[config.mk]
export PLATFORM = sky130hd
export DESIGN_NAME = booth_mult_top
export DESIGN_NICKNAME = d
export VERILOG_FILES = /design/src/mult_cfg_pkg.sv /design/src/mult_types_pkg.sv /design/src/booth_mult_top.sv /design/src/booth_pp_stage.sv /design/src/csa_tree_stage.sv /design/src/prefix_add_stage.sv
export SDC_FILE = /design/constraint.sdc
export NUM_CORES = 1
export LEC_CHECK = 0
export ABC_AREA = 1
export BUFFER_PORTS_ARGS = -buffer_cell sky130_fd_sc_hd__buf_2
export CAP_MARGIN = 20
export CORE_MARGIN = 4
export CORE_UTILIZATION = 55
export CTS_CLUSTER_DIAMETER = 60
export CTS_CLUSTER_SIZE = 20
export DETAILED_ROUTE_END_ITERATION = 6
export PLACE_DENSITY_LB_ADDON = 0.08
export SETUP_SLACK_MARGIN = 0.15
export SYNTH_ARGS = -nofsm -noshare
export SYNTH_HDL_FRONTEND = slang
export SYNTH_SLANG_ARGS = --single-unit
export TNS_END_PERCENT = 10
[constraint.sdc]
create_clock -name CLK -period 2.4 [get_ports CLK]
set_clock_uncertainty 0.05 [all_clocks]
set_input_delay 0.36 -clock CLK [delete_from_list [all_inputs] [get_ports CLK]]
set_output_delay 0.36 -clock CLK [all_outputs]
set_load 0.02 [all_outputs]
[src/mult_cfg_pkg.sv]
package mult_cfg_pkg;

   // Operand and result widths
   localparam int OPERAND_W = 8;
   localparam int PRODUCT_W = 2 * OPERAND_W;

   // Radix-4 digits plus one more to cover the top bit of an unsigned multiplicand
   localparam int GROUP_CNT = OPERAND_W / 2 + 1;

   // Selected multiple, up to twice the multiplier
   localparam int PP_W = OPERAND_W + 1;

   // Selected multiple with its inverted sign bit on top
   localparam int ROW_W = PP_W + 1;

   // Carry-save vectors span the full product
   localparam int CSA_W = PRODUCT_W;

   // Upper part of the correction row that replaces all sign extension.
   // It is -(2^9) * (1 + 4 + 16 + 64) modulo 2^16.
   localparam logic [CSA_W-1:0] CORR_CONST = {7'b0101011, {(CSA_W - 7){1'b0}}};

endpackage

[src/mult_types_pkg.sv]
package mult_types_pkg;

   // Radix-4 Booth digit, bit 2 marks a negative digit
   typedef enum logic [2:0] {
      BOOTH_ZERO = 3'b000,
      BOOTH_POS1 = 3'b001,
      BOOTH_POS2 = 3'b010,
      BOOTH_NEG1 = 3'b101,
      BOOTH_NEG2 = 3'b110
   } booth_op_e;

   // One partial-product row, right aligned at its own weight
   typedef logic [mult_cfg_pkg::ROW_W-1:0] pp_row_t;

   // Weight-aligned carry-save vector
   typedef logic [mult_cfg_pkg::CSA_W-1:0] csa_vec_t;

   // Recoding stage to reduction stage.
   // Row j has weight 4^j; the last row uses only its low byte.
   typedef struct packed {
      logic                                 valid;
      pp_row_t [mult_cfg_pkg::GROUP_CNT-1:0] rows;
      logic [mult_cfg_pkg::GROUP_CNT-1:0]    neg;
   } pp_bundle_t;

   // Reduction stage to adder stage
   typedef struct packed {
      logic     valid;
      csa_vec_t sum;
      csa_vec_t carry;
   } csa_pair_t;

endpackage

[src/booth_mult_top.sv]
module booth_mult_top (
   input  logic                               CLK,
   input  logic                               rst_n,
   input  logic                               in_valid,
   input  logic [mult_cfg_pkg::OPERAND_W-1:0] multiplicand,
   input  logic [mult_cfg_pkg::OPERAND_W-1:0] multiplier,
   output logic                               out_valid,
   output logic [mult_cfg_pkg::PRODUCT_W-1:0] product
);

   mult_types_pkg::pp_bundle_t pp_w;
   mult_types_pkg::csa_pair_t  csa_w;

   // Recoding and partial-product selection
   booth_pp_stage u_pp (
      .CLK          (CLK),
      .rst_n        (rst_n),
      .in_valid     (in_valid),
      .multiplicand (multiplicand),
      .multiplier   (multiplier),
      .pp_out       (pp_w)
   );

   // Carry-save reduction to two rows
   csa_tree_stage u_csa (
      .CLK     (CLK),
      .rst_n   (rst_n),
      .pp_in   (pp_w),
      .csa_out (csa_w)
   );

   // Final carry-propagate add
   prefix_add_stage u_add (
      .CLK       (CLK),
      .rst_n     (rst_n),
      .csa_in    (csa_w),
      .out_valid (out_valid),
      .product   (product)
   );

endmodule

[src/booth_pp_stage.sv]
module booth_pp_stage (
   input  logic                                  CLK,
   input  logic                                  rst_n,
   input  logic                                  in_valid,
   input  logic [mult_cfg_pkg::OPERAND_W-1:0]    multiplicand,
   input  logic [mult_cfg_pkg::OPERAND_W-1:0]    multiplier,
   output mult_types_pkg::pp_bundle_t            pp_out
);

   localparam int NG   = mult_cfg_pkg::GROUP_CNT;
   localparam int PP_W = mult_cfg_pkg::PP_W;

   // Zero below bit 0, zeros above the top bit
   logic [2*NG:0]                     mcand_ext;
   mult_types_pkg::booth_op_e         op [NG];
   logic [PP_W-1:0]                   pp_mag [NG];
   logic [NG-1:0]                     neg_d;
   mult_types_pkg::pp_row_t [NG-1:0]  rows_d;

   logic                              valid_q;
   logic [NG-1:0]                     neg_q;
   mult_types_pkg::pp_row_t [NG-1:0]  rows_q;

   function automatic mult_types_pkg::booth_op_e booth_decode(input logic [2:0] grp);
      mult_types_pkg::booth_op_e digit;
      case (grp)
         3'b001, 3'b010: digit = mult_types_pkg::BOOTH_POS1;
         3'b011:         digit = mult_types_pkg::BOOTH_POS2;
         3'b100:         digit = mult_types_pkg::BOOTH_NEG2;
         3'b101, 3'b110: digit = mult_types_pkg::BOOTH_NEG1;
         default:        digit = mult_types_pkg::BOOTH_ZERO;
      endcase
      return digit;
   endfunction

   assign mcand_ext = {{(2 * NG - mult_cfg_pkg::OPERAND_W){1'b0}}, multiplicand, 1'b0};

   always_comb begin
      for (int j = 0; j < NG; j++) begin
         // Overlapping groups {m[2j+1], m[2j], m[2j-1]}
         op[j]    = booth_decode(mcand_ext[2*j +: 3]);
         neg_d[j] = op[j] inside {mult_types_pkg::BOOTH_NEG1, mult_types_pkg::BOOTH_NEG2};

         case (op[j])
            mult_types_pkg::BOOTH_POS1,
            mult_types_pkg::BOOTH_NEG1: pp_mag[j] = {1'b0, multiplier};
            mult_types_pkg::BOOTH_POS2,
            mult_types_pkg::BOOTH_NEG2: pp_mag[j] = {multiplier, 1'b0};
            default:                    pp_mag[j] = '0;
         endcase

         if (j < NG - 1) begin
            // Ones' complement here, the +1 rides on the negate bit
            rows_d[j] = {~neg_d[j], pp_mag[j] ^ {PP_W{neg_d[j]}}};
         end else begin
            // Top digit is 0 or +1, so the low byte is enough
            rows_d[j] = mult_types_pkg::pp_row_t'(pp_mag[j][mult_cfg_pkg::OPERAND_W-1:0]);
         end
      end
   end

   always_ff @(posedge CLK or negedge rst_n) begin
      if (!rst_n) begin
         valid_q <= 1'b0;
      end else begin
         valid_q <= in_valid;
      end
   end

   always_ff @(posedge CLK) begin
      rows_q <= rows_d;
      neg_q  <= neg_d;
   end

   assign pp_out = '{valid: valid_q, rows: rows_q, neg: neg_q};

   a_valid_known: assert property (@(posedge CLK) disable iff (!rst_n)
      !$isunknown(valid_q));

endmodule

[src/csa_tree_stage.sv]
module csa_tree_stage (
   input  logic                        CLK,
   input  logic                        rst_n,
   input  mult_types_pkg::pp_bundle_t  pp_in,
   output mult_types_pkg::csa_pair_t   csa_out
);

   localparam int NG = mult_cfg_pkg::GROUP_CNT;
   localparam int W  = mult_cfg_pkg::CSA_W;

   mult_types_pkg::csa_vec_t corr;
   mult_types_pkg::csa_vec_t row [NG];

   // Level outputs, carries already shifted to their weight
   mult_types_pkg::csa_vec_t s1, c1;
   mult_types_pkg::csa_vec_t s2, c2;
   mult_types_pkg::csa_vec_t s3, c3;
   mult_types_pkg::csa_vec_t s4, c4;

   logic                     valid_q;
   mult_types_pkg::csa_vec_t sum_q;
   mult_types_pkg::csa_vec_t carry_q;

   function automatic logic [1:0] full_add(input logic a, input logic b, input logic c);
      logic t;
      t = a ^ b;
      return {(a & b) | (t & c), t ^ c};
   endfunction

   function automatic logic [1:0] half_add(input logic a, input logic b);
      return {a & b, a ^ b};
   endfunction

   // One carry-save level over three rows.
   // Full adders only in columns lo..hi where all three rows overlap;
   // outside that window b and c never hold bits in the same column.
   function automatic logic [2*W-1:0] csa3(
      input mult_types_pkg::csa_vec_t a,
      input mult_types_pkg::csa_vec_t b,
      input mult_types_pkg::csa_vec_t c,
      input int                       lo,
      input int                       hi
   );
      mult_types_pkg::csa_vec_t s;
      mult_types_pkg::csa_vec_t co;
      logic [1:0]               r;
      co = '0;
      for (int i = 0; i < W; i++) begin
         if (i >= lo && i <= hi) begin
            r = full_add(a[i], b[i], c[i]);
         end else begin
            r = half_add(a[i], b[i] | c[i]);
         end
         s[i] = r[0];
         // Carry out of the top column is beyond the product
         if (i < W - 1) begin
            co[i+1] = r[1];
         end
      end
      return {co, s};
   endfunction

   // Correction row with the +1 of every negative row at its even position
   always_comb begin
      corr = mult_cfg_pkg::CORR_CONST;
      for (int j = 0; j < NG - 1; j++) begin
         corr[2*j] = pp_in.neg[j];
      end
   end

   always_comb begin
      for (int j = 0; j < NG; j++) begin
         row[j] = mult_types_pkg::csa_vec_t'(pp_in.rows[j]) << (2 * j);
      end
   end

   // Six rows to four: correction with rows 0 and 1, rows 2 to 4
   assign {c1, s1} = csa3(corr, row[0], row[1], 2, 9);
   assign {c2, s2} = csa3(row[3], row[2], row[4], 8, 13);

   // Four to three, c2 waits a level
   assign {c3, s3} = csa3(s1, c1, s2, 4, 12);

   // Three to two; carries start at bit 3
   assign {c4, s4} = csa3(s3, c3, c2, 7, 15);

   always_ff @(posedge CLK or negedge rst_n) begin
      if (!rst_n) begin
         valid_q <= 1'b0;
      end else begin
         valid_q <= pp_in.valid;
      end
   end

   always_ff @(posedge CLK) begin
      sum_q   <= s4;
      carry_q <= c4;
   end

   assign csa_out = '{valid: valid_q, sum: sum_q, carry: carry_q};

   // An unsigned multiplicand never yields a negative top digit
   a_top_digit_pos: assert property (@(posedge CLK) disable iff (!rst_n)
      pp_in.valid |-> !pp_in.neg[NG-1]);

endmodule

[src/prefix_add_stage.sv]
module prefix_add_stage (
   input  logic                               CLK,
   input  logic                               rst_n,
   input  mult_types_pkg::csa_pair_t          csa_in,
   output logic                               out_valid,
   output logic [mult_cfg_pkg::PRODUCT_W-1:0] product
);

   // Lowest column that can receive a carry from the reduction tree
   localparam int CARRY_LSB = 3;
   localparam int ADD_W     = mult_cfg_pkg::CSA_W - CARRY_LSB;
   localparam int LEVELS    = 4;

   logic [ADD_W-1:0] op_a;
   logic [ADD_W-1:0] op_b;
   logic [ADD_W-1:0] gen [LEVELS+1];
   logic [ADD_W-1:0] prp [LEVELS+1];
   logic [ADD_W-1:0] upper_sum;

   assign op_a = csa_in.sum[mult_cfg_pkg::CSA_W-1:CARRY_LSB];
   assign op_b = csa_in.carry[mult_cfg_pkg::CSA_W-1:CARRY_LSB];

   // Prefix tree with spans 1, 2, 4, 8.
   // After the last level gen[i] is the carry out of bits 0..i.
   always_comb begin
      gen[0] = op_a & op_b;
      prp[0] = op_a | op_b;
      for (int lvl = 0; lvl < LEVELS; lvl++) begin
         for (int i = 0; i < ADD_W; i++) begin
            if (i >= (1 << lvl)) begin
               gen[lvl+1][i] = gen[lvl][i] | (prp[lvl][i] & gen[lvl][i - (1 << lvl)]);
               prp[lvl+1][i] = prp[lvl][i] & prp[lvl][i - (1 << lvl)];
            end else begin
               gen[lvl+1][i] = gen[lvl][i];
               prp[lvl+1][i] = prp[lvl][i];
            end
         end
      end
   end

   // No carry into the lowest added bit, top carry out is dropped
   assign upper_sum = op_a ^ op_b ^ {gen[LEVELS][ADD_W-2:0], 1'b0};

   always_ff @(posedge CLK or negedge rst_n) begin
      if (!rst_n) begin
         out_valid <= 1'b0;
      end else begin
         out_valid <= csa_in.valid;
      end
   end

   always_ff @(posedge CLK) begin
      product <= {upper_sum, csa_in.sum[CARRY_LSB-1:0]};
   end

   a_out_valid_known: assert property (@(posedge CLK) disable iff (!rst_n)
      !$isunknown(out_valid));

endmodule
==> impl_results.md, run 1 <==
* Place WS at 0.3211 ns
* Resize count post-CTS at 0
* H-tree lvl count at 3
* Most frequent cell after synthesis: inv_1
* Post-Syn Instances at 516
* Power Density at 1066 mW/mm²
* Max FO, Critical Path at 1
* Critical path capture point type: register
* Post-DP HPWL at 6.050 mm
* CTS Hold Bufs at 1
* Largest net degree at the start of global routing at 17
* Leak at 2.736 nW
* Detailed Route Iter0 Violations at 95
* Total GRT Usage at 16.66%
* Drt pass-1 iters at 4
* WL per Instance at 11.16 µm
* Max IR drop VDD at 0.3368 mV
* CP bufs+invs at 2
* Critical path required time at 2.60 ns
* Clock Latency Late Sink at 0.35 ns
* Antenna cells at 0
* Hold EP: u_pp.valid_q
* First-pass GRT wire length at 13.34 mm
* Reg-to-reg endpoint: u_csa.sum_q[10]
* Rows at 33
* Yosys Warn Count at 0
* Final setup violation count at 0
* R2R Setup Slk at 0.33 ns
* Buffers on Ports at 35
* Tot Pwr at 5.615 mW
* Initial antenna violation count at 0
* Hold WS at 0.05824 ns
* Critical path arrival at 2.27 ns
* TritonCTS clock tree: built
* Nature of the critical path startpoint: register
* Core Region at 0.008299 mm²
* Worst Hold Depth at 1
* Die height at 100.8 µm
* Netlist cell types at 25
* Mapped cell area at 0.004740 mm²
* Cells along the critical path: fa_1, inv_1, fa_1, fa_1, inv_1
* Max-capacitance violation count at 0
* # DRC at 0
* Antenna Nets Post-Route at 0
* Status: finished clean
* Hold Crit Start: in_valid
* Sequential area share after synthesis at 42.13%
* Most used cell, CP: fa_1
* Post-Route WL at 7.468 mm
* Syn_nets at 603
* Die area at 0.01017 mm²
* Total grt overflow at 0
* Die X at 100.8 µm
* Post-synth EDFFs at 0
* Worst r2r src: u_pp.pp_out[31]
* Post-DR vias/cell at 4.671
* Slew Limit Fails at 0
* Synth Register Bits at 99
* Most used DFF post-synth: dfxtp_1
* CTS root buf: clkbuf_8
* Via Count at 3125
* RSZ-0062 raised after global routing: false
* Setup bufs post-CTS at 0
* Fraction of registers with async set/reset at 3.030%
* F_max at 0.4835 GHz
* CTS clock-pin slew for the worst setup and hold paths at 0.09 ns
* Final min period at 2.068 ns
* Clk sinks at 99
* Total CTS buffers at 9
* Synth area leader: dfxtp_1
* Share of cells above drive strength 1 at 10.28%
* Period utilisation layout at 86.17%
* Reg2Reg Depth at 5
* Relative slew margins at 76.33%
* Class of the worst hold path: primary input to register
* Slowest Stage Delay on Critical Path at 0.54 ns
* Slew @ Worst Pin at 0.3550 ns
* Setup WS post-layout at 0.3318 ns
* Synth top area share at 40.55%
* Area Growth Syn to Fin at 11.11%
* Synth area leaders: dfxtp_1 (41%), ha_1 (12%), fa_1 (10%)
* Setup TNS at 0 ns
* CTS Buffer Depth at 2
* Fin nets at 647
* Vias in the first global route at 3150
* GP Congestion at 0.8150
* Post-synth top cells: inv_1 (124), dfxtp_1 (96), nand2_1 (89), ha_1 (44), o22ai_1 (28)
* Crit path max-delay cell type: fa_1
* Hold Vio Cnt, Final at 0
* Syn_area_per_cell at 9.185 µm²
* Initial Util at 57.11%
* Crit path max-delay family: adder cells
* Setup CP Type: register to register
* Io pins at 36
## layout make-up
class	instances	area [µm²]
timing repair buffer	39	207.7
tap	105	131.4
clock inverter	4	98.84
fill	718	3033
multi-input combinational	284	2213
clock buffer	11	141.4
sequential	99	1997
inverter	127	476.7
## report_power, final
part,switching [mW],internal [mW]
combinational,1.28,0.837
clock,0.522,0.720
sequential,0.158,2.10
## cells in the final DEF, fill, tap and decap left out
master | Yosys | final
inv_1 | 124 | 124
dfxtp_1 | 96 | 96
nand2_1 | 89 | 89
ha_1 | 44 | 44
buf_2 | 0 | 35
o22ai_1 | 28 | 28
xor2_1 | 25 | 25
fa_1 | 24 | 24
nor2_1 | 23 | 23
xnor2_1 | 20 | 20
nand3_1 | 10 | 10
clkbuf_8 | 0 | 10
a21oi_1 | 7 | 7
nand4_1 | 4 | 4
bufinv_16 | 0 | 3
buf_4 | 2 | 3
dfrtp_1 | 3 | 3
o21ai_0 | 2 | 2
inv_2 | 2 | 2
o21bai_1 | 2 | 2
nor3_1 | 2 | 2
clkinv_1 | 1 | 1
a211oi_4 | 1 | 1
a211oi_2 | 1 | 1
or2_2 | 1 | 1
o21ai_2 | 1 | 1
clkbuf_1 | 1 | 1
inv_6 | 0 | 1
dlygate4sd3_1 | 0 | 1
## per-stage QoR
| step | instance area (µm²) | instances | utilization, % |
|---|---|---|---|
| after floorplan | 4740 | 516 | - |
| after global placement | 5016 | 653 | 60.44 |
| after detailed placement | 5016 | 653 | 60.44 |
| after CTS | 5266 | 669 | 63.46 |
| after global routing | 5266 | 669 | 63.46 |
| final | 5266 | 669 | 63.46 |
## cells by family (layout without fill, tap and decap cells)
family | count (synthesis) | in the layout | share of synthesized area, %
DFF | 99 | 99 | 42.13
buffers and inverters | 133 | 181 | 11.17
adders and majority gates | 68 | 68 | 21.75
and+or+nand+nor | 129 | 129 | 10.80
xor gates and xnor gates | 45 | 45 | 8.316
AOI/OAI and AO/OA | 42 | 42 | 5.834
## registers in the layout (all words and copies together) (netlist names)
register         cells
u_add.product       16
u_pp.valid_q         1
u_pp.neg_q           4
u_csa.sum_q         16
u_csa.valid_q        1
u_pp.pp_out         48
u_add.out_valid      1
u_csa.carry_q       12
## per-layer routing
metal / part of all wire (%) / track usage [%]
met1: 47 / 20.35
met2: 47 / 28.76
met3: 5.0 / 3.460
met4: 1.5 / 6.321
met5: 0 / 0
## worst max path at each step
| stage | start | to | slack, ns | cells past startpoint |
|---|---|---|---|---|
| finish | u_pp.pp_out[31] | u_csa.sum_q[10] | 0.33 | 5 |
| global route | u_pp.pp_out[32] | u_csa.sum_q[11] | 0.24 | 5 |
| detailed placement | u_pp.pp_out[32] | u_csa.sum_q[11] | 0.32 | 5 |
| floorplan | u_pp.pp_out[31] | u_csa.sum_q[10] | 0.36 | 5 |
| global placement | u_pp.pp_out[32] | u_csa.sum_q[11] | 0.34 | 5 |
| CTS | u_pp.pp_out[31] | u_csa.sum_q[10] | 0.32 | 5 |
(Power assumes the default switching activity.)
==> inputs of run 2 (changes only) <==
Settings changed: CORE_MARGIN 4 to 1.
==> run 2 against run 1 <==
Effect of this change:
- die area fell by 12%
- via count fell by 1.7%
- cell count rose by 0.15%
- clock-buffer cell count did not move
- sequential power barely moved
- global-route usage rose by 2.7 points
- total power fell by 3.7%
- non-clock buffer count did not move
- design area fell by 0.83%
- first-iteration DRC count fell by 12%
- wire length rose by 0.91%
- highest routed layer unchanged
==> impl_results.md, run 2 (same netlist as run 1, synthesis figures left out) <==
* Core Region at 0.008258 mm² (was 0.008299 mm²)
* Hold WS at 0.04858 ns (was 0.05824 ns)
* RSZ-0062 raised after global routing: false (unchanged)
* Max reg flops at 48 (unchanged)
* Nature of the critical path startpoint: register (unchanged)
* Vias in the first global route at 2979 (was 3150)
* Slew @ Worst Pin at 0.3422 ns (was 0.3550 ns)
* # DRC at 0 (unchanged)
* Clk sinks at 99 (unchanged)
* Drt pass-1 iters at 4 (unchanged)
* Worst Setup SP: u_pp.pp_out[31] (unchanged)
* Largest net degree at the start of global routing at 18 (was 17)
* Most frequent cells in the layout: inv_1 (124), dfxtp_1 (96), nand2_1 (89) (unchanged)
* Max-capacitance violation count at 0 (unchanged)
* Total CTS buffers at 9 (unchanged)
* TritonCTS clock tree: built (unchanged)
* Die area at 0.008993 mm² (was 0.01017 mm²)
* Critical path arrival at 2.30 ns (was 2.27 ns)
* Setup TNS at 0 ns (unchanged)
* CTS clock-pin slew for the worst setup and hold paths at 0.10 ns (was 0.09 ns)
* Fill count at 728 (was 718)
* Buffers on Ports at 35 (unchanged)
* Total GRT Usage at 19.40% (was 16.66%)
* Max FO, Critical Path at 1 (unchanged)
* First-pass GRT wire length at 13.05 mm (was 13.34 mm)
* Relative slew margins at 77.18% (was 76.33%)
* Design area at 0.005223 mm² (was 0.005266 mm²)
* CTS Buffer Depth at 2 (unchanged)
* H-tree lvl count at 3 (unchanged)
* Leak at 2.714 nW (was 2.736 nW)
* Power Density at 1035 mW/mm² (was 1066 mW/mm²)
* CTS root buf: clkbuf_8 (unchanged)
* Footprint of the multi-input gates at 0.002213 mm² (unchanged)
* Clock Latency Late Sink at 0.36 ns (was 0.35 ns)
* Area Growth Syn to Fin at 10.19% (was 11.11%)
* Rows at 33 (unchanged)
* Post-Place Cells at 653 (unchanged)
* Post-DP HPWL at 6.035 mm (was 6.050 mm)
* Total grt overflow at 0 (unchanged)
* Resize count post-CTS at 0 (unchanged)
* Initial antenna violation count at 0 (unchanged)
* Final setup violation count at 0 (unchanged)
* Most common cell after layout, fill and taps aside: inv_1 (unchanged)
* Status: finished clean (unchanged)
* WL per Instance at 11.25 µm (was 11.16 µm)
* Die height at 94.83 µm (was 100.8 µm)
* GP Congestion at 0.8713 (was 0.8150)
* Share of cells above drive strength 1 at 10.62% (was 10.28%)
* Io pins at 36 (unchanged)
* F_max at 0.4794 GHz (was 0.4835 GHz)
* Instance area after placement at 0.005016 mm² (unchanged)
* Via Count at 3073 (was 3125)
* Fin nets at 647 (unchanged)
* Class of the worst hold path: primary input to register (unchanged)
* Final non-filler cell total at 670 (was 669)
* Max IR drop VDD at 0.3249 mV (was 0.3368 mV)
* Critical path required time at 2.61 ns (was 2.60 ns)
* Hold Crit Start: in_valid (unchanged)
* Antenna Nets Post-Route at 0 (unchanged)
* Post-Route WL at 7.536 mm (was 7.468 mm)
* Setup CP Type: register to register (unchanged)
* Slew Limit Fails at 0 (unchanged)
* Initial Util at 57.39% (was 57.11%)
* Post-DR vias/cell at 4.587 (was 4.671)
* Hold Vio Cnt, Final at 0 (unchanged)
* Critical path capture point type: register (unchanged)
* Worst r2r src: u_pp.pp_out[31] (unchanged)
* Detailed Route Iter0 Violations at 84 (was 95)
* Period utilisation layout at 86.91% (was 86.17%)
* Antenna cells at 0 (unchanged)
* Layout Utilization at 63.24% (was 63.46%)
* Die X at 94.83 µm (was 100.8 µm)
* Final min period at 2.086 ns (was 2.068 ns)
* Register area at 0.001997 mm² (unchanged)
run 2: cell count changes in the layout (fill, tap and decap cells not counted):
cell        delta
clkbuf_8       +1
clkinv_4       +2
clkbuf_1       -1
clkinvlp_4     +1
bufinv_16      -3
inv_8          +1
run 2: metrics by stage:
stage | worst slack, ns | power, mW
3_5_place_dp | 0.2945 | 4.442
6_report | 0.3142 | 5.406
2_1_floorplan | 0.3573 | 3.913
4_1_cts | 0.2994 | 5.479
5_1_grt | 0.2338 | 5.953
3_3_place_gp | 0.3449 | 4.361
run 2: routing by layer:
metal | vias up | routed length [µm] | part of all wire, % | GRT usage (%)
met2 | 59 | 3502 | 46 | 32.73
met4 | 0 | 127 | 1.7 | 7.071
li1 | 1639 | - | - | -
met1 | 1358 | 3664 | 49 | 24.22
met3 | 17 | 241 | 3.2 | 4.348
met5 | - | 0 | 0 | 0
run 2: repair_timing:
action	4_1_cts	5_1_grt
endpoints found under the hold margin	3	0
hold buffers	1	0
setup buffers	0	0
run 2: layout make-up:
class                   instances  share of cell area, %
multi-input cells             284                  42.38
flip-flops and latches         99                  38.24
inverters                     127                  9.128
repair buffers                 39                  3.977
clock buffers                  11                  2.899
well taps                     105                  2.516
clock inverters                 5                 0.8625
run 2: path summary, 6_finish.rpt:
check                                   endpoint  slack, ns  depth (start not counted)
worst max-delay path             u_csa.sum_q[10]       0.31                          5
worst min-delay path                u_pp.valid_q       0.05                          1
worst max register to register   u_csa.sum_q[10]       0.31                          5
worst min register to register  u_add.product[2]       0.28                          0
max in group asynchronous        u_add.out_valid       1.94                          2
min in group asynchronous          u_csa.valid_q       0.26                          2
run 2: worst max-delay path: stages (launching register included):
cell     delay, ns
dfxtp_1       0.32
fa_1          0.52
inv_1         0.05
fa_1          0.47
fa_1          0.54
inv_1         0.03
run 2: report_power, final:
group	switching [mW]	total, mW	internal, mW
clock	0.584	1.03	0.449
sequential	0.161	2.26	2.10
combinational	1.27	2.11	0.841
